==> src/verilog/obj_defs.svh <==
// size constants for the sprite engine
// include in any file that sizes the table, the rom bus or the line
`ifndef OBJ_DEFS_SVH
`define OBJ_DEFS_SVH

// object table, 1024 words of 16 bits
// 256 entries of four words each
`define OBJ_TABLE_AW 10

// graphics rom word address
// tile id, half, row, low zero
`define OBJ_ROM_AW 18

// line buffer address width, 512 pixels per bank
`define OBJ_LINE_AW 9

// tiles of 16 pixels allowed per line
// roughly what fits in one line time of the original chip
`define OBJ_MAX_TILES 48

`endif

==> src/verilog/obj_pkg.sv <==
// types shared by the sprite engine stages
// scanner records, line buffer writes and the fsm states
`include "obj_defs.svh"

package obj_pkg;

    // one visible sprite as found by the scanner
    typedef struct packed {
        logic [11:0]               tile;   // base tile id
        logic [`OBJ_LINE_AW-1:0]   x;      // screen x of the left pixel
        logic [3:0]                row;    // row inside the tile
        logic [2:0]                col;    // vertical tile offset
        logic [2:0]                nsize;  // tiles across minus one
        logic [1:0]                msize;  // log2 of tiles down
        logic                      hflip;
        logic                      vflip;
        logic [3:0]                pal;
    } obj_attr_t;

    // one pixel write into the draw bank
    typedef struct packed {
        logic                      we;
        logic [`OBJ_LINE_AW-1:0]   addr;
        logic [7:0]                data;   // palette, colour
    } buf_wr_t;

    typedef enum logic [2:0] {
        SCAN_IDLE,
        SCAN_W0,    // flags, size and y
        SCAN_W1,    // tile id
        SCAN_W2,    // palette, blink and x
        SCAN_HOLD   // waiting for the drawer
    } scan_state_t;

    typedef enum logic [1:0] {
        DRAW_IDLE,
        DRAW_FETCH,
        DRAW_SHIFT
    } draw_state_t;

endpackage

==> src/verilog/obj_draw.sv <==
// sprite drawer
// takes one record at a time, fetches each half tile from the
// graphics rom and shifts its 8 pixels out to the line buffer
`include "obj_defs.svh"

module obj_draw import obj_pkg::*; (
    input  logic                     clk,
    input  logic                     rst,
    input  obj_attr_t                attr,
    input  logic                     attr_valid,
    output logic                     attr_ready,
    output logic                     rom_cs,
    output logic [`OBJ_ROM_AW-1:0]   rom_addr,
    input  logic [31:0]              rom_data,
    input  logic                     rom_ok,
    output buf_wr_t                  buf_wr
);

    draw_state_t             state;
    obj_attr_t               cur;
    logic [31:0]             data;
    logic [`OBJ_LINE_AW-1:0] xaddr;
    logic [2:0]              pcnt, ncnt;
    logic                    half, ok_l;
    logic                    start, take, shifting, half_end;
    logic [3:0]              pix;

    assign attr_ready = state == DRAW_IDLE;
    assign start      = attr_ready && attr_valid;
    assign take       = state == DRAW_FETCH && rom_ok && ok_l;  // second ok in a row
    assign shifting   = state == DRAW_SHIFT;
    assign half_end   = shifting && pcnt == 3'd0;

    // four planes, one bit each from every byte of the word
    assign pix = cur.hflip ? {data[8], data[24], data[0], data[16]}
                           : {data[15], data[31], data[7], data[23]};

    assign buf_wr = '{we: shifting, addr: xaddr, data: {cur.pal, pix}};

    always_ff @(posedge clk or posedge rst) begin
        if (rst) begin
            state  <= DRAW_IDLE;
            rom_cs <= 1'b0;
            ok_l   <= 1'b0;
            half   <= 1'b0;
            pcnt   <= '0;
            ncnt   <= '0;
        end else begin
            ok_l <= state == DRAW_FETCH && rom_ok;
            if (start) begin
                ncnt   <= attr.nsize;
                half   <= 1'b0;
                rom_cs <= 1'b1;
                state  <= DRAW_FETCH;
            end
            if (take) begin
                rom_cs <= 1'b0;
                ok_l   <= 1'b0;
                pcnt   <= 3'd7;
                state  <= DRAW_SHIFT;
            end
            if (shifting) pcnt <= pcnt - 3'd1;
            if (half_end) begin
                if (half && ncnt == 3'd0) begin
                    state <= DRAW_IDLE;         // sprite done
                end else begin
                    half   <= ~half;
                    rom_cs <= 1'b1;
                    state  <= DRAW_FETCH;
                    if (half) ncnt <= ncnt - 3'd1;
                end
            end
        end
    end

    always_ff @(posedge clk) begin
        if (start) begin
            cur      <= attr;
            xaddr    <= attr.x;
            rom_addr <= {attr.tile + 12'(attr.col), ~attr.hflip,
                         attr.row ^ {4{attr.vflip}}, 1'b0};
        end
        if (take) data <= rom_data;
        if (shifting) begin
            data  <= cur.hflip ? data >> 1 : data << 1;
            xaddr <= xaddr + 1'b1;
        end
        if (half_end && !half) rom_addr[5] <= ~rom_addr[5];  // other 8 pixels
        if (half_end && half && ncnt != 3'd0) begin
            rom_addr[17:6] <= rom_addr[17:6] + (12'd1 << cur.msize);
            rom_addr[5]    <= ~cur.hflip;
        end
    end

endmodule

==> config.mk <==
export PLATFORM = sky130hd
export DESIGN_NAME = obj_draw
export DESIGN_NICKNAME = d
export VERILOG_FILES = /design/src/verilog/obj_pkg.sv /design/src/verilog/obj_draw.sv
export VERILOG_INCLUDE_DIRS = /design/src /design/src/verilog
export SDC_FILE = /design/constraint.sdc
export NUM_CORES = 1
export LEC_CHECK = 0
export ABC_CLOCK_PERIOD_IN_PS = 6400
export BUFFER_PORTS_ARGS = -buffer_cell sky130_fd_sc_hd__buf_4
export CAP_MARGIN = 15
export CORE_UTILIZATION = 40
export CTS_CLUSTER_DIAMETER = 60
export DETAILED_ROUTE_END_ITERATION = 8
export GPL_TIMING_DRIVEN = 0
export SLEW_MARGIN = 15
export SYNTH_ARGS = -nofsm -noshare
export SYNTH_HDL_FRONTEND = slang
export SYNTH_SLANG_ARGS = --single-unit
==> constraint.sdc <==
create_clock -name clk -period 6.4 [get_ports clk]
set_input_delay 0.32 -clock clk [delete_from_list [all_inputs] [get_ports clk]]
set_output_delay 0.32 -clock clk [all_outputs]
set_load 0.05 [all_outputs]
== After elaboration in Yosys (flattened, before gate mapping) ==
Cells that the tools add are included.

* Reductions and logical operators: 18
* Add/sub/neg operators: 5
* Bitwise operators: 5
* Mux-type cells: 27
* Shift operators: 1
* Eq/ne operators: 2

{| class="wikitable"
|+ Operators by type and width
! operator !! count
|-
| 32-bit 2-to-1 mux || 3
|-
| 18-bit 2-to-1 mux || 1
|-
| 3-bit 2-to-1 mux || 6
|-
| 9-bit 2-to-1 mux || 2
|-
| 13-bit 2-to-1 mux || 1
|-
| 12-bit adder || 1
|-
| 12-bit by 3-bit adder with 12-bit output || 1
|-
| 1-bit by 2-bit << shifter with 12-bit output (first input constant) || 1
|-
| 1-bit 2-to-1 mux || 10
|-
| 9-bit by 1-bit adder with 9-bit output (second input constant) || 1
|-
| 3-bit nonzero test || 3
|-
| 1-bit logical AND || 8
|-
| 3-bit zero test || 2
|-
| 2-bit 2-to-1 mux || 3
|-
| 2-bit nonzero test || 3
|-
| 3-bit by 1-bit subtractor with 3-bit output (second input constant) || 2
|-
| 4-bit 2-to-1 mux || 1
|-
| 1-bit inverter || 4
|-
| 4-bit XOR || 1
|-
| 2-bit by 1-bit equality test with 1-bit output (second input constant) || 1
|-
| 2-bit equality test (second input constant) || 1
|-
| 2-bit zero test || 1
|-
| 1-bit zero test || 1
|}

* Output and inout port bits: 38
* Logic and storage cells: 72
* Bits in registers: 76
* Input port bits: 75

== Depth between registers and ports, before layout ==
* Depth in word-level cells: 6
* Mapped depth: 9

== Least setup slack after synthesis ==
OpenSTA, ideal clock, no wires.

* Path type: reg-to-reg
* Start: reg rom_addr[6]
* End: reg rom_addr[12], data pin
* Stages on the path, launching flop included: 9
* Path buffers: 0
* Data arrival time: 1.991 ns
* Path slack: 4.147 ns
* Path through: edfxtp_1 ha_1 inv_1 fa_1 nand2b_1 a21oi_1 nand2_1 xor2_1 o22ai_1

* Word-level cells in the longest chain between the ends: 2

{| class="wikitable"
|+ Ends and longest elaborated chain
! item !! RTL line !! text
|-
| start: declaration || obj_draw.sv:13 || <nowiki>output logic [`OBJ_ROM_AW-1:0] rom_addr,</nowiki>
|-
| start signal: assignment || obj_draw.sv:80 || <nowiki>rom_addr <= {attr.tile + 12'(attr.col), ~attr.hflip,</nowiki>
|-
| start signal: assignment || obj_draw.sv:90 || <nowiki>rom_addr[17:6] <= rom_addr[17:6] + (12'd1 << cur.msize);</nowiki>
|-
| 12-bit adder || obj_draw.sv:90 ||
|-
| 13-bit 2-to-1 mux || obj_draw.sv:89 || <nowiki>if (half_end && half && ncnt != 3'd0) begin</nowiki>
|}

Every way passes these cells.
A chain may end at the register's enable or synchronous reset.

== Final worst setup path ==
* Start: reg cur[6] (netlist bit)
* End: reg rom_addr[16], data pin

* Word-level cells in the longest chain between the ends: 3

{| class="wikitable"
|+ Ends and longest elaborated chain
! item !! RTL line !! text
|-
| start: declaration || obj_draw.sv:20 || <nowiki>obj_attr_t cur;</nowiki>
|-
| start signal: assignment || obj_draw.sv:78 || <nowiki>cur <= attr;</nowiki>
|-
| 1-bit by 2-bit << shifter with 12-bit output || obj_draw.sv:90 ||
|-
| 12-bit adder || obj_draw.sv:90 ||
|-
| 13-bit 2-to-1 mux || obj_draw.sv:89 ||
|}

Every way passes these cells.

==> metrics <==
via count=3187; # nets final=594; CTS clk-pin slew, worst paths=80 ps; Layout area overhead=28.9%; core area=0.0102 sq mm; status=complete, no violations; initial antenna violation count=0; EDFF count, synth=65; Clock Path Buffers=2; Initial DRC Count=130; post-synthesis cell count=between 300 and 400; CTS Root Cell=clkbuf_8; fin cells=646; post-layout util=0.529; commonest non-fill, non-tap cell in the layout=buf_4; CTS tree=done; Setup CP Type=reg2reg; clock sink count=76; final setup TNS=0 ps; crit path launch type=register; Final Power=0.976 mW; RSZ-0062 raised after global routing=false; routed wire length=about 9200 microns; Avg Cell Area, Syn=between 10 and 15 sq um; HPWL Detailed=6930 microns; max_cap viols=0; antenna diode count=0; Setup Fix Bufs, Post-CTS=0; fraction of layout cells with a size suffix above 1=0.306; final count of hold timing violations=0; setup slack, reg-to-reg=4050 ps; leakage power=2.40 nW; Worst Skew=9.75 ps; worst hold path class=in2reg; Global Route Usage Sum=0.178; first-pass GRT wire length=between 15000 and 20000 microns; largest net degree at the start of global routing=34; DRC=0; CP Capture Type=register; Rows=37; Mapped Area=between 0.004 and 0.005 sq mm; post-synthesis cell type count=42; Max VDD drop=0.000116 V; post-route cell area=0.00541 sq mm; area share of the largest cell type after synthesis=0.465; IO Pins=~110; Port Buffers=111; Antenna Nets Post-Route=0; Main synth FF type=edfxtp_1; Chip Height=104 microns; Skew-Pair Late Insertion Delay=350 ps; post-synthesis sequential area ratio=0.531; Data required, critical path=~6500 ps; Initial Util=0.410; Clock H-tree levels=3; Syn Nets=471; Final GP Congestion=0.824; register bit count reported by yosys=76; TritonCTS buffer count=9; PwrDens=181 mW/mm^2; total die area=0.0109 sq mm; Synth Warn #=0; highest-count cells in the layout ignoring fill and taps=117 x buf_4, 65 x edfxtp_1, 64 x nand2_1; f_max=0.425 GHz; Synth area leaders=edfxtp_1 47%, mux2i_1 7.2%, dfrtp_1 6.6%; WP data arrival=roughly 2400 ps; Fin Hold WS=144 ps; Max FO, Critical Path=4; Setup Viol. Count Final=0; Worst Tran Pin Value=782 ps; Top Usage Layer GRT=met2; grt total ovfl=0; Max-slew headroom=0.477; Yosys top cell by area=edfxtp_1; asr flop ratio synth=0.145; WL/cell=14.2 microns; DR vias/cell=4.93; Worst Slack Setup Final=4050 ps; Die Width=roughly 100 microns; Cells after DPL=629; vias in the first global route=roughly 3200; Final min period=2350 ps; M1 GR Usage=0.246; Final Cycle Share=0.368; Post-Place Setup Slack=4080 ps; met2 Use GR=0.277; DR pass1 iterations=4; met3 usage=0.0332; DP Area=~0.0052 sq mm; max-slew violations=0
[cells by family after synthesis]
group	after synthesis	synth area share
adder cells (fa/ha/maj)	14	0.0453
AND/OR/NAND/NOR	114	0.125
flip-flops	76	0.531
multiplexers	34	0.0823
other	1	0.000894
XOR/XNOR	29	0.0606
buffers and inverters	38	0.0465
AO/OA/AOI/OAI	76	0.109
[timing repair]
item	in CTS	in global routing
resized for setup	0	0
hold buffers	1	0
hold endpoints to repair	11	0
[area by class of cell]
class	count	area, sq um
multi-input cells	268	1770
clock buffers	9	124
flip-flops and latches	76	2230
well taps	136	170
inverters	15	56.3
clock inverters	7	73.8
fillers	966	4820
repair buffers	112	843
plain buffers	23	139
[routing by layer]
metal,vias up,part of all wire
met3,6,0.046
met2,77,0.47
met5,-,0
met1,1494,0.48
li1,1610,-
met4,0,0.0095
[sequential cells by signal, indices dropped and copies added, names as in the netlist]
signal    cells
rom_cs        1
state         2
half          1
rom_addr     17
cur           3
ncnt          3
xaddr         9
ok_l          1
data         32
pcnt          3
buf_wr        4
[Yosys cell counts (8+ instances only)]
library cell / n
clkbuf_1: 8
dfrtp_1: 11
edfxtp_1: 65
ha_1: 12
inv_1: 14
mux2i_1: 30
nand2_1: 65
nand3_1: 16
nor2_1: 12
o21ai_0: 46
o22ai_1: 8
xnor2_1: 10
xor2_1: 19
[final timing paths]
kind                                           to        startpoint  cells past startpoint
min in group asynchronous          ok_l$_DFF_PP0_               rst                      3
hold / removal                buf_wr[7]$_DFFE_PP_           attr[3]                      1
hold reg to reg                    ok_l$_DFF_PP0_    ok_l$_DFF_PP0_                      1
setup / recovery           rom_addr[16]$_DFFE_PP_  cur[6]$_DFFE_PP_                      9
max in group asynchronous       ncnt[2]$_DFF_PP0_               rst                      3
setup reg to reg           rom_addr[16]$_DFFE_PP_  cur[6]$_DFFE_PP_                      9
[critical path, stage by stage (launching register included)]
cell      delay [ps]
edfxtp_1         430
nor2_1           140
ha_1             180
inv_1             50
fa_1             390
nand2b_1         190
a21oi_1          340
nand2_1          110
xor2_1           160
o22ai_1           90
[power by group]
part / internal, mW / switching [mW] / total [mW] / leakage [nW]
Clock: 0.182 / 0.188 / 0.370 / 0.100
Sequential: 0.536 / 0.000430 / 0.537 / 0.730
Combinational: 0.0424 / 0.0269 / 0.0693 / 1.57
Total: 0.761 / 0.215 / 0.976 / 2.40
Note: power is estimated with default switching activity, not from simulation.
