[config.mk]
export PLATFORM = sky130hd
export DESIGN_NAME = obj_scan
export DESIGN_NICKNAME = d
export VERILOG_FILES = /design/src/verilog/obj_pkg.sv /design/src/verilog/obj_scan.sv
export VERILOG_INCLUDE_DIRS = /design/src /design/src/verilog
export SDC_FILE = /design/constraint.sdc
export NUM_CORES = 1
export LEC_CHECK = 0
export BUFFER_PORTS_ARGS = -buffer_cell sky130_fd_sc_hd__buf_2
export CAP_MARGIN = 20
export CORE_ASPECT_RATIO = 0.7
export CORE_UTILIZATION = 55
export DETAILED_ROUTE_END_ITERATION = 7
export PLACE_DENSITY_LB_ADDON = 0.3
export SETUP_SLACK_MARGIN = 0.02
export SKIP_CTS_REPAIR_TIMING = 1
export SYNTH_ARGS = -nofsm -noshare
export SYNTH_HDL_FRONTEND = slang
export SYNTH_SLANG_ARGS = --single-unit
[constraint.sdc]
create_clock -name clk -period 3.96 [get_ports clk]
set_input_delay 1.188 -clock clk [delete_from_list [all_inputs] [get_ports clk]]
set_output_delay 1.188 -clock clk [all_outputs]
set_load 0.03 [all_outputs]
[src/verilog/obj_defs.svh]
// size constants for the sprite engine
// include in any file that sizes the table, the rom bus or the line
`ifndef OBJ_DEFS_SVH
`define OBJ_DEFS_SVH

// object table, 1024 words of 16 bits
// 256 entries of four words each
`define OBJ_TABLE_AW 10

// graphics rom word address
// tile id, half, row, low zero
`define OBJ_ROM_AW 18

// line buffer address width, 512 pixels per bank
`define OBJ_LINE_AW 9

// tiles of 16 pixels allowed per line
// roughly what fits in one line time of the original chip
`define OBJ_MAX_TILES 48

`endif

[src/verilog/obj_pkg.sv]
// types shared by the sprite engine stages
// scanner records, line buffer writes and the fsm states
`include "obj_defs.svh"

package obj_pkg;

    // one visible sprite as found by the scanner
    typedef struct packed {
        logic [11:0]               tile;   // base tile id
        logic [`OBJ_LINE_AW-1:0]   x;      // screen x of the left pixel
        logic [3:0]                row;    // row inside the tile
        logic [2:0]                col;    // vertical tile offset
        logic [2:0]                nsize;  // tiles across minus one
        logic [1:0]                msize;  // log2 of tiles down
        logic                      hflip;
        logic                      vflip;
        logic [3:0]                pal;
    } obj_attr_t;

    // one pixel write into the draw bank
    typedef struct packed {
        logic                      we;
        logic [`OBJ_LINE_AW-1:0]   addr;
        logic [7:0]                data;   // palette, colour
    } buf_wr_t;

    typedef enum logic [2:0] {
        SCAN_IDLE,
        SCAN_W0,    // flags, size and y
        SCAN_W1,    // tile id
        SCAN_W2,    // palette, blink and x
        SCAN_HOLD   // waiting for the drawer
    } scan_state_t;

    typedef enum logic [1:0] {
        DRAW_IDLE,
        DRAW_FETCH,
        DRAW_SHIFT
    } draw_state_t;

endpackage

[src/verilog/obj_scan.sv]
// per-line walk of the object table
// restarts on each falling hs and hands one record per visible sprite
// to the drawer, stalling while the drawer is busy
`include "obj_defs.svh"

module obj_scan import obj_pkg::*; (
    input  logic                      clk,
    input  logic                      rst,
    input  logic                      hs,
    input  logic                      lvbl,
    input  logic                      flip,
    input  logic [`OBJ_LINE_AW-1:0]   vrender,
    output logic [`OBJ_TABLE_AW-1:0]  tbl_addr,
    input  logic [15:0]               tbl_dout,
    output obj_attr_t                 attr,
    output logic                      attr_valid,
    input  logic                      attr_ready
);

    localparam int TAW = `OBJ_TABLE_AW;
    localparam logic [6:0] MAX_TILES = 7'(`OBJ_MAX_TILES);

    scan_state_t state;
    logic [6:0]  tile_cnt;
    logic        hs_l, lvbl_l, frame, rd_wait, last_ent;
    logic        hs_fall, step, last, inzone, show;
    logic [8:0]  ypos, top, veff;
    logic [2:0]  ncode, cmask;

    assign hs_fall = hs_l && !hs;
    assign step    = !hs_fall && !rd_wait;      // table data valid this cycle
    assign last    = &tbl_addr[TAW-1:2];        // entry 255
    assign ypos    = flip ? tbl_dout[8:0] : 9'd256 - tbl_dout[8:0];
    assign top     = ypos - (9'd16 << tbl_dout[12:11]);
    assign veff    = vrender - top;
    assign inzone  = vrender >= top && vrender < ypos;
    assign show    = !tbl_dout[11] || frame;    // blink hides while the frame bit is low
    // 1, 2, 4, 8 tiles wide as tiles minus one
    assign ncode   = {tbl_dout[10:9] == 2'd3, tbl_dout[10], |tbl_dout[10:9]};
    assign cmask   = {tbl_dout[12:11] == 2'd3, tbl_dout[12], |tbl_dout[12:11]};

    always_ff @(posedge clk or posedge rst) begin
        if (rst) begin
            state      <= SCAN_IDLE;
            tbl_addr   <= '0;
            tile_cnt   <= '0;
            hs_l       <= 1'b0;
            lvbl_l     <= 1'b0;
            frame      <= 1'b0;
            rd_wait    <= 1'b0;
            last_ent   <= 1'b0;
            attr_valid <= 1'b0;
        end else begin
            hs_l    <= hs;
            lvbl_l  <= lvbl;
            rd_wait <= 1'b0;
            if (lvbl_l && !lvbl) frame <= ~frame;
            if (hs_fall) begin
                state      <= SCAN_W0;
                tbl_addr   <= '0;
                tile_cnt   <= '0;
                rd_wait    <= 1'b1;
                attr_valid <= 1'b0;
            end else if (step || state == SCAN_HOLD) begin  // hold sees ready every cycle
                case (state)
                    SCAN_W0: begin
                        if (tile_cnt >= MAX_TILES) begin
                            state <= SCAN_IDLE;     // line full
                        end else if (!tbl_dout[15] || !inzone) begin
                            tbl_addr <= tbl_addr + TAW'(4);
                            rd_wait  <= 1'b1;
                            if (last) state <= SCAN_IDLE;
                        end else begin
                            tbl_addr <= tbl_addr + TAW'(1);
                            rd_wait  <= 1'b1;
                            state    <= SCAN_W1;
                        end
                    end
                    SCAN_W1: begin
                        tbl_addr <= tbl_addr + TAW'(1);
                        rd_wait  <= 1'b1;
                        state    <= SCAN_W2;
                    end
                    SCAN_W2: begin
                        tbl_addr <= tbl_addr + TAW'(2); // skip word 3
                        rd_wait  <= 1'b1;
                        last_ent <= last;
                        if (show) begin
                            attr_valid <= 1'b1;
                            tile_cnt   <= tile_cnt + {4'd0, attr.nsize} + 7'd1;
                            state      <= SCAN_HOLD;
                        end else begin
                            state <= last ? SCAN_IDLE : SCAN_W0;
                        end
                    end
                    SCAN_HOLD: begin
                        if (attr_ready) begin
                            attr_valid <= 1'b0;
                            state      <= last_ent ? SCAN_IDLE : SCAN_W0;
                        end
                    end
                    default: state <= SCAN_IDLE;
                endcase
            end
        end
    end

    // record fields fill in as the words go by
    always_ff @(posedge clk) begin
        if (step && state == SCAN_W0) begin
            {attr.vflip, attr.hflip} <= tbl_dout[14:13] ^ {2{flip}};
            attr.msize <= tbl_dout[12:11];
            attr.nsize <= ncode;
            attr.row   <= veff[3:0];
            attr.col   <= veff[6:4] & cmask;
        end
        if (step && state == SCAN_W1) attr.tile <= tbl_dout[11:0];
        if (step && state == SCAN_W2) begin
            attr.pal <= tbl_dout[15:12];
            attr.x   <= flip ? tbl_dout[8:0] : 9'd240 - tbl_dout[8:0];
        end
    end

endmodule

# ---- Word level (Yosys, flattened, before mapping)
# Cells that the tools add are included.
dict set report totals {
  regBits 65
  inputBits 31
}
dict set report classes {
  n_addsub 9
  n_lt_le_gt_ge 3
  n_eq_ne 10
  shifts 1
  muxes 30
  bitwise_logic 4
  n_reduce_logical 31
}
# op n
set ops {}
lappend ops {{$mux 10} 4}
lappend ops {{$pmux 10 s3} 1}
lappend ops {{$mux 7} 4}
lappend ops {{$mux 3} 7}
lappend ops {{$mux 9} 2}
lappend ops {{$pmux 3 s4} 1}
lappend ops {{$reduce_and 3->1} 4}
lappend ops {{$add 10x1->10 const B} 1}
lappend ops {{$add 10x2->10 const B} 1}
lappend ops {{$add 10x3->10 const B} 1}
lappend ops {{$ge 9x9->1} 1}
lappend ops {{$lt 9x9->1} 1}
lappend ops {{$mux 1} 9}
lappend ops {{$ne 3x3->1 const B} 3}
lappend ops {{$shl 5x2->9 const A} 1}
lappend ops {{$sub 8x9->9 const A} 1}
lappend ops {{$sub 9x9->9} 1}
lappend ops {{$sub 9x9->9 const A} 1}
lappend ops {{$reduce_and 8->1} 1}
lappend ops {{$add 7x1->7 const B} 1}
lappend ops {{$add 7x3->7} 1}
lappend ops {{$ge 7x6->1 const B} 1}
lappend ops {{$logic_and 1x1->1} 7}
lappend ops {{$logic_not 1->1} 7}
lappend ops {{16 further kinds} 26}

# ---- Logic depth before layout (Yosys ltp)
# Gate-level depths: netlist (run 1).
dict set report logic_depth {
  word_depth 12
  depth_mapped 21
}

# ---- Least setup slack after synthesis (run 1)
# Ideal clock, no wire load.
dict set report synth_timing {
  kind {input port to flip-flop}
  start {in tbl_dout[0]}
  end {reg tbl_addr[0]}
  setup_ns 0.119
  t_arrival_ns 4.846
  t_required_ns 3.841
  setup_slack_ns -1.005
  stages 19
  path_cell_list {inv_1 -> ha_1 -> or3b_1 -> buf_6 -> o31ai_4 -> xor2_2 -> inv_1 -> ha_1 -> a211oi_1 -> o21ai_0 -> xnor2_1 -> ha_1 -> o21a_1 -> o21ai_0 -> o22a_1 -> a311oi_1 -> o31ai_4 -> o21a_1 -> o21a_1}
}
dict set report synth_via {
  elab_chain_cells 12
  elab_cells_between_ends 13
}
# item line_no
set synth_rtl {}
lappend synth_rtl {{from (decl)} obj_scan.sv:14} ;# input logic [15:0] tbl_dout,
lappend synth_rtl {{$sub 9x9->9} obj_scan.sv:33} ;# assign ypos = flip ? tbl_dout[8:0] : 9'd256 - tbl_dout[8:0];
lappend synth_rtl {{$mux 9 *} obj_scan.sv:33}
lappend synth_rtl {{$sub 9x9->9} obj_scan.sv:34} ;# assign top = ypos - (9'd16 << tbl_dout[12:11]);
lappend synth_rtl {{$ge 9x9->1} obj_scan.sv:36} ;# assign inzone = vrender >= top && vrender < ypos;
lappend synth_rtl {{$logic_and 1x1->1 *} obj_scan.sv:36}
lappend synth_rtl {{$logic_not 1->1 *} obj_scan.sv:69} ;# end else if (!tbl_dout[15] || !inzone) begin
lappend synth_rtl {{$logic_or 1x1->1 *} obj_scan.sv:69}
lappend synth_rtl {{$mux 10 *} obj_scan.sv:69}
lappend synth_rtl {{$mux 10 *} obj_scan.sv:67} ;# if (tile_cnt >= MAX_TILES) begin
lappend synth_rtl {{$pmux 10 s3 *} obj_scan.sv:65} ;# case (state)
lappend synth_rtl {{$mux 10 *} obj_scan.sv:64} ;# end else if (step || state == SCAN_HOLD) begin
lappend synth_rtl {{$mux 10 *} obj_scan.sv:58} ;# if (hs_fall) begin
lappend synth_rtl {{to (signal assigned)} obj_scan.sv:70} ;# tbl_addr <= tbl_addr + TAW'(4);
lappend synth_rtl {{to (signal assigned)} obj_scan.sv:74} ;# tbl_addr <= tbl_addr + TAW'(1);
lappend synth_rtl {{to (signal assigned)} obj_scan.sv:80} ;# tbl_addr <= tbl_addr + TAW'(1);
lappend synth_rtl {{to (decl)} obj_scan.sv:13} ;# output logic [`OBJ_TABLE_AW-1:0] tbl_addr,
# Mark *: on every way between the ends. The rest lies on a longest branch, timed or not. The select of a mux whose other input is x is not followed.
# A chain may end at the register's enable or synchronous reset.

# ---- Worst setup path after layout (run 1)
dict set report layout_timing {
  start {in tbl_dout[0]}
  end {reg tbl_addr[7]}
}
# Same word-level chain as after synthesis.

==> flow_summary.json, run 1 <==
{
  "setup_viol": 13,
  "port_buffers": 80,
  "setup_ws_ns": -0.6934,
  "yosys_warnings": 0,
  "drive_above_1_share": 0.3574,
  "first_global_vias": 3196,
  "clock-sinks": 65,
  "numCtsBuffers": 9,
  "critPathKind": "in2reg",
  "antenna_found_initial": 0,
  "gp_congestion": 0.9561,
  "clkTransAtPathRegs_ns": 0.08,
  "outcome": "finished with violations",
  "timing.fmax_ghz": 0.2149,
  "fin_crit_ns": 4.653,
  "synth_edf_count": 39,
  "grt_max_degree": 27,
  "num_io_pins": 81,
  "relSlewSlack": 0.4377,
  "setup-tns-final_ns": -6.832,
  "via_per_inst": 5.692,
  "syn-cell-area_sq_um": 3916,
  "worstPathRequired_ns": 4.19,
  "cp-start-kind": "input pin",
  "ys_types": 61,
  "floorplan.initialDensity": 0.5743,
  "num_antenna_cells": 0,
  "critPathMaxFanout": 5,
  "ff2ff_path_depth": 7,
  "area_delta_synth_final_pct": 34.44,
  "clkLatencyLatePin_ns": 0.34,
  "syn-num-nets": 437,
  "wl_per_cell_microns": 16.74,
  "synth_ff_type": "edfxtp_1",
  "p_per_area_nw_per_um2": 484.9,
  "root_buffer": "clkbuf_8",
  "worst_pin_slew_ns": 0.8369,
  "synth-seq-cells": 65,
  "finalHoldViolCount": 0,
  "synth_seq_area_share": 0.4652,
  "num_rows": 25,
  "grt_pass1_wl_mm": 15.95,
  "h-tree-depth": 3,
  "crit_path_cell_trace": "buf_12, inv_12, ha_4, or3b_4, o31ai_4, xor2_2, inv_2, ha_4, a211oi_2, o21ai_2, xnor2_1, ha_1, o21a_1, o21ai_1, o22a_1, a311o_2, mux2i_4, and3_1, a211o_1",
  "cp-end-kind": "flip-flop",
  "placedCellCount": 600,
  "grt_overflow_total": 0,
  "crit_top_cell": "ha_4",
  "cp_slowest_stage_delay_ns": 0.44,
  "cpMaxStageDelayCell": "a311o_2",
  "die_h_microns": 72.60,
  "cts_tree": "built",
  "totalWireLength_mm": 10.38,
  "clock_skew_ns": 0.01093,
  "netlist_instances": 382,
  "track_usage": 0.2850,
  "violations": "negative setup slack",
  "firstDrtPassIters": 6,
  "holdPathStages": 1,
  "drc": 0,
  "drt_iter0_markers": 311,
  "hold_class": "reg2reg",
  "drv_cap": 0,
  "fin_crit_sh": 1.175,
  "antenna_left": 0,
  "stdcell_count": 620,
  "num-nets-final": 576,
  "cp.arrival_ns": 4.88,
  "slew_viol_final": 0,
  "rsz0062_at_grt": "yes",
  "hpwl_mm": 7.478,
  "p_leak_nw": 2.310,
  "synth.avg_cell_area_sq_um": 10.25,
  "ir_drop_mv": 0.2800,
  "core_area_sq_um": 6819,
  "ys_async_sr_fraction": 0.4000,
  "die_area_sq_um": 7467,
  "clock_path_buffers": 2,
  "final_util": 0.7721,
  "die_w_microns": 102.9,
  "vias": 3529
}
per-stage QoR:
step	total power, mW	cell area [sq um]	hold WS [ns]	setup slack (ns)
2_1_floorplan	1.546	3989	0.4369	-0.7775
3_3_place_gp	1.842	4887	0.4880	-0.9417
3_5_place_dp	1.866	4887	0.4958	-1.066
4_1_cts	2.477	5102	0.5048	-0.7149
5_1_grt	2.681	5265	0.5418	-0.8351
6_report	2.553	5265	0.5121	-0.6934
synth_stat cells, drive strengths merged, types with 4 or more instances:
cell type | n | area (sq um)
a211oi | 6 | 57.56
a21o | 4 | 30.03
a21oi | 29 | 145.1
and2 | 4 | 25.02
and3 | 7 | 43.79
buf | 4 | 33.78
clkbuf | 8 | 30.03
dfrtp | 26 | 650.6
edfxtp | 39 | 1171
ha | 22 | 275.3
inv | 24 | 90.09
nand2 | 22 | 82.58
nand2b | 9 | 56.30
nand3 | 9 | 45.04
nand4 | 5 | 31.28
nor2 | 40 | 150.1
nor2b | 6 | 37.54
nor3 | 13 | 65.06
nor4 | 5 | 31.28
o21ai | 20 | 100.1
xnor2 | 14 | 122.6
xor2 | 16 | 147.7
critical path: cells and delay by family:
family                   cells  cell delay [ns]
AO/OA/AOI/OAI                8             1.60
XOR/XNOR                     2             0.35
adder cells (fa/ha/maj)      3             0.65
buffers and inverters        3             0.25
multiplexers                 1             0.23
AND/OR/NAND/NOR              2             0.60
path summary, 6_finish.rpt:
| path | startpoint | endpoint | slack, ns |
|---|---|---|---|
| worst max-delay path | tbl_dout[0] | tbl_addr[7]$_DFFE_PP0P_ | -0.69 |
| worst min-delay path | frame$_DFFE_PP0P_ | frame$_DFFE_PP0P_ | 0.51 |
| worst max register to register | state[0]$_DFFE_PP0P_ | tbl_addr[8]$_DFFE_PP0P_ | 1.25 |
| worst min register to register | frame$_DFFE_PP0P_ | frame$_DFFE_PP0P_ | 0.51 |
| max in group asynchronous | rst | lvbl_l$_DFF_PP0_ | 2.82 |
| min in group asynchronous | rst | tile_cnt[3]$_DFFE_PP0P_ | 0.74 |
kinds of logic after synthesis:
kind of cell | count (synthesis) | share of synthesized area
AO/OA/AOI/OAI | 92 | 0.1674
flip-flops | 65 | 0.4652
AND/OR/NAND/NOR | 132 | 0.1696
buffers and inverters | 36 | 0.03930
adder cells (fa/ha/maj) | 24 | 0.08051
XOR/XNOR | 30 | 0.06901
multiplexers | 3 | 0.008945
layout make-up:
type                            instances  area [sq um]
Clock buffer                           11         152.6
Fill cell                             447          1554
Timing Repair Buffer                  140         908.4
Clock inverter                          5         62.56
Multi-Input combinational cell        281          2095
Sequential cell                        65          1822
Inverter                               24         107.6
Tap cell                               94         117.6
report_power, final:
part           leakage (nW)  total [mW]  switching, mW  internal, mW
clock network         0.101       0.609          0.277         0.331
logic                  1.51       0.989          0.593         0.396
registers             0.698       0.955          0.122         0.833
total                  2.31        2.55          0.993          1.56
state kept, by name, indices dropped and copies added, names as in the netlist:
signal,count
state,3
rd_wait,1
lvbl_l,1
hs_l,1
attr,39
attr_valid,1
tile_cnt,7
frame,1
tbl_addr,10
last_ent,1
layer usage:
layer	track usage	part of all wire	wire length, microns	vias to the layer above
met1	0.4336	0.47	4916	1672
met5	0	0	0	-
met2	0.4126	0.44	4612	162
met4	0.08451	0.014	149	0
met3	0.05460	0.068	702	17
li1	-	-	-	1678
layout by cell type (no fill, tap or decap), types with 3 or more instances in the layout:
| master | n |
|---|---|
| and2_1 | 4 |
| o211ai_1 | 3 |
| nand2_1 | 22 |
| a21o_1 | 4 |
| nor2b_1 | 6 |
| xor2_1 | 15 |
| a211oi_1 | 4 |
| ha_1 | 20 |
| o21a_1 | 3 |
| edfxtp_1 | 39 |
| xnor2_1 | 14 |
| and3_1 | 7 |
| dfrtp_1 | 26 |
| nand4_1 | 5 |
| o21ai_0 | 10 |
| o21ai_1 | 8 |
| nor3_1 | 11 |
| buf_2 | 78 |
| buf_4 | 57 |
| inv_1 | 21 |
| nand3_1 | 9 |
| clkbuf_8 | 9 |
| a21oi_1 | 27 |
| nor4_1 | 3 |
| nor2_1 | 40 |
| nand2b_1 | 9 |
Power figures use the tool's default switching activity.
==> run 2, diff against run 1 <==
- CORE_UTILIZATION: 55 -> 60
- HOLD_SLACK_MARGIN: default -> 0.1
- SKIP_LAST_GASP: default -> 1
- clock period: 3.96 -> 5.43 ns (I/O delays scaled with it)
==> flow_summary.json, run 2 (synthesis results as in run 1) <==
{
  "placedCellCount": 547,
  "fin_area_sq_um": 4755,
  "largest-register": "attr",
  "hpwl_mm": 7.473,
  "num_io_pins": 81,
  "wl_per_cell_microns": 17.75,
  "register_area_sq_um": 1822,
  "largest_reg_flops": 39,
  "critPathKind": "in2reg",
  "hold_slack_ns": 0.4880,
  "cts_tree": "built",
  "die_area_sq_um": 6860,
  "relSlewSlack": 0.5096,
  "clock_skew_ns": 0.005890,
  "worst_pin_slew_ns": 0.7299,
  "totalWireLength_mm": 10.03,
  "p_leak_nw": 2.095,
  "drt_iter0_markers": 256,
  "stdcell_count": 565,
  "cp.arrival_ns": 5.51,
  "port_buffers": 80,
  "finalHoldViolCount": 0,
  "antenna_left": 0,
  "num_rows": 24,
  "reg.largest.list": "attr (39), tbl_addr (10), tile_cnt (7)",
  "area_delta_synth_final_pct": 21.41,
  "first_global_vias": 3060,
  "drv_cap": 0,
  "worstPathRequired_ns": 5.69,
  "vias": 3383,
  "numCtsBuffers": 9,
  "critPathMaxFanout": 8,
  "fin_crit_ns": 5.245,
  "final_cell_mix": "buf_2, nor2_1, edfxtp_1",
  "cp-end-kind": "flip-flop",
  "die_w_microns": 98.57,
  "clkLatencyLatePin_ns": 0.34,
  "num-nets-final": 537,
  "grt_overflow_total": 0,
  "clkTransAtPathRegs_ns": 0.08,
  "grt_max_degree": 27,
  "p_per_area_nw_per_um2": 365.9,
  "place_area_sq_um": 4504,
  "drive_above_1_share": 0.2710,
  "firstDrtPassIters": 5,
  "clock_path_buffers": 2,
  "die_h_microns": 69.60,
  "final_common_cell": "buf_2",
  "ir_drop_mv": 0.2160,
  "clock-sinks": 65,
  "h-tree-depth": 3,
  "antenna_found_initial": 0,
  "root_buffer": "clkbuf_8",
  "fill_cells": 447,
  "grt_pass1_wl_mm": 15.92,
  "gp_congestion": 0.9275,
  "multiInputGateArea_sq_um": 1973,
  "floorplan.initialDensity": 0.6240,
  "drc": 0,
  "num_antenna_cells": 0,
  "hold_class": "reg2reg",
  "outcome": "finished, final reports clean",
  "fin_crit_sh": 0.9659,
  "core_area_sq_um": 6276,
  "final_util": 0.7576,
  "timing.fmax_ghz": 0.1907,
  "cp-start-kind": "input pin",
  "setup_viol": 0,
  "slew_viol_final": 0,
  "via_per_inst": 5.988,
  "track_usage": 0.3024
}
[run 2: changes by cell type in the layout (fill, tap and decap cells not counted), sizes merged]
cell / change
clkbuf: -2
clkinvlp: -2
inv: +1
clkinv: +3
buf: -39
[run 2: cell type report]
| class | instances | share of cell area |
|---|---|---|
| multi-input combinational | 281 | 0.4150 |
| sequential | 65 | 0.3832 |
| timing repair buffer | 101 | 0.1216 |
| clock buffer | 9 | 0.02605 |
| tap | 78 | 0.02053 |
| inverter | 24 | 0.01895 |
| clock inverter | 7 | 0.01474 |
[run 2: critical path, stage by stage]
cell,delay [ns]
buf_2,0.11
inv_1,0.05
ha_1,0.16
or3b_1,0.41
o31ai_4,0.23
xor2_2,0.19
inv_1,0.10
ha_1,0.34
a211oi_1,0.21
o21ai_1,0.12
xnor2_1,0.14
ha_1,0.30
o21a_1,0.10
o21ai_0,0.07
o22a_1,0.22
a311o_1,0.32
buf_4,0.18
a2111oi_2,0.38
a21oi_1,0.08
a21oi_1,0.17
[run 2: per-layer routing]
layer / routed length [microns] / GRT usage / part of all wire
met2: 4350 / 0.4366 / 0.43
met5: 0 / 0 / 0
met3: 785 / 0.05746 / 0.078
met1: 4826 / 0.4745 / 0.48
met4: 63 / 0.06136 / 0.0063
[run 2: power breakdown]
group	switching, mW	internal, mW	total [mW]
registers	0.0917	0.608	0.700
logic	0.403	0.227	0.630
clock network	0.199	0.212	0.411
[run 2: per-stage QoR]
stage / worst slack, ns / total power [mW] / TNS, ns
floorplan: 0.02393 / 1.115 / 0
global placement: 0.02324 / 1.297 / 0
detailed placement: -0.2296 / 1.313 / -1.459
CTS: 0.08360 / 1.724 / 0
global route: -0.02659 / 1.832 / -0.02659
finish: 0.1850 / 1.740 / 0
[run 2: path summary, 6_finish.rpt]
kind	slack, ns	to	cells after the start	start
worst max register to register	2.89	tbl_addr[2]$_DFFE_PP0P_	7	state[0]$_DFFE_PP0P_
worst min register to register	0.49	frame$_DFFE_PP0P_	1	frame$_DFFE_PP0P_
worst min-delay path	0.49	frame$_DFFE_PP0P_	1	frame$_DFFE_PP0P_
worst max-delay path	0.18	tbl_addr[1]$_DFFE_PP0P_	20	tbl_dout[0]
min in group asynchronous	1.21	tile_cnt[5]$_DFFE_PP0P_	2	rst
max in group asynchronous	3.81	tbl_addr[7]$_DFFE_PP0P_	3	rst
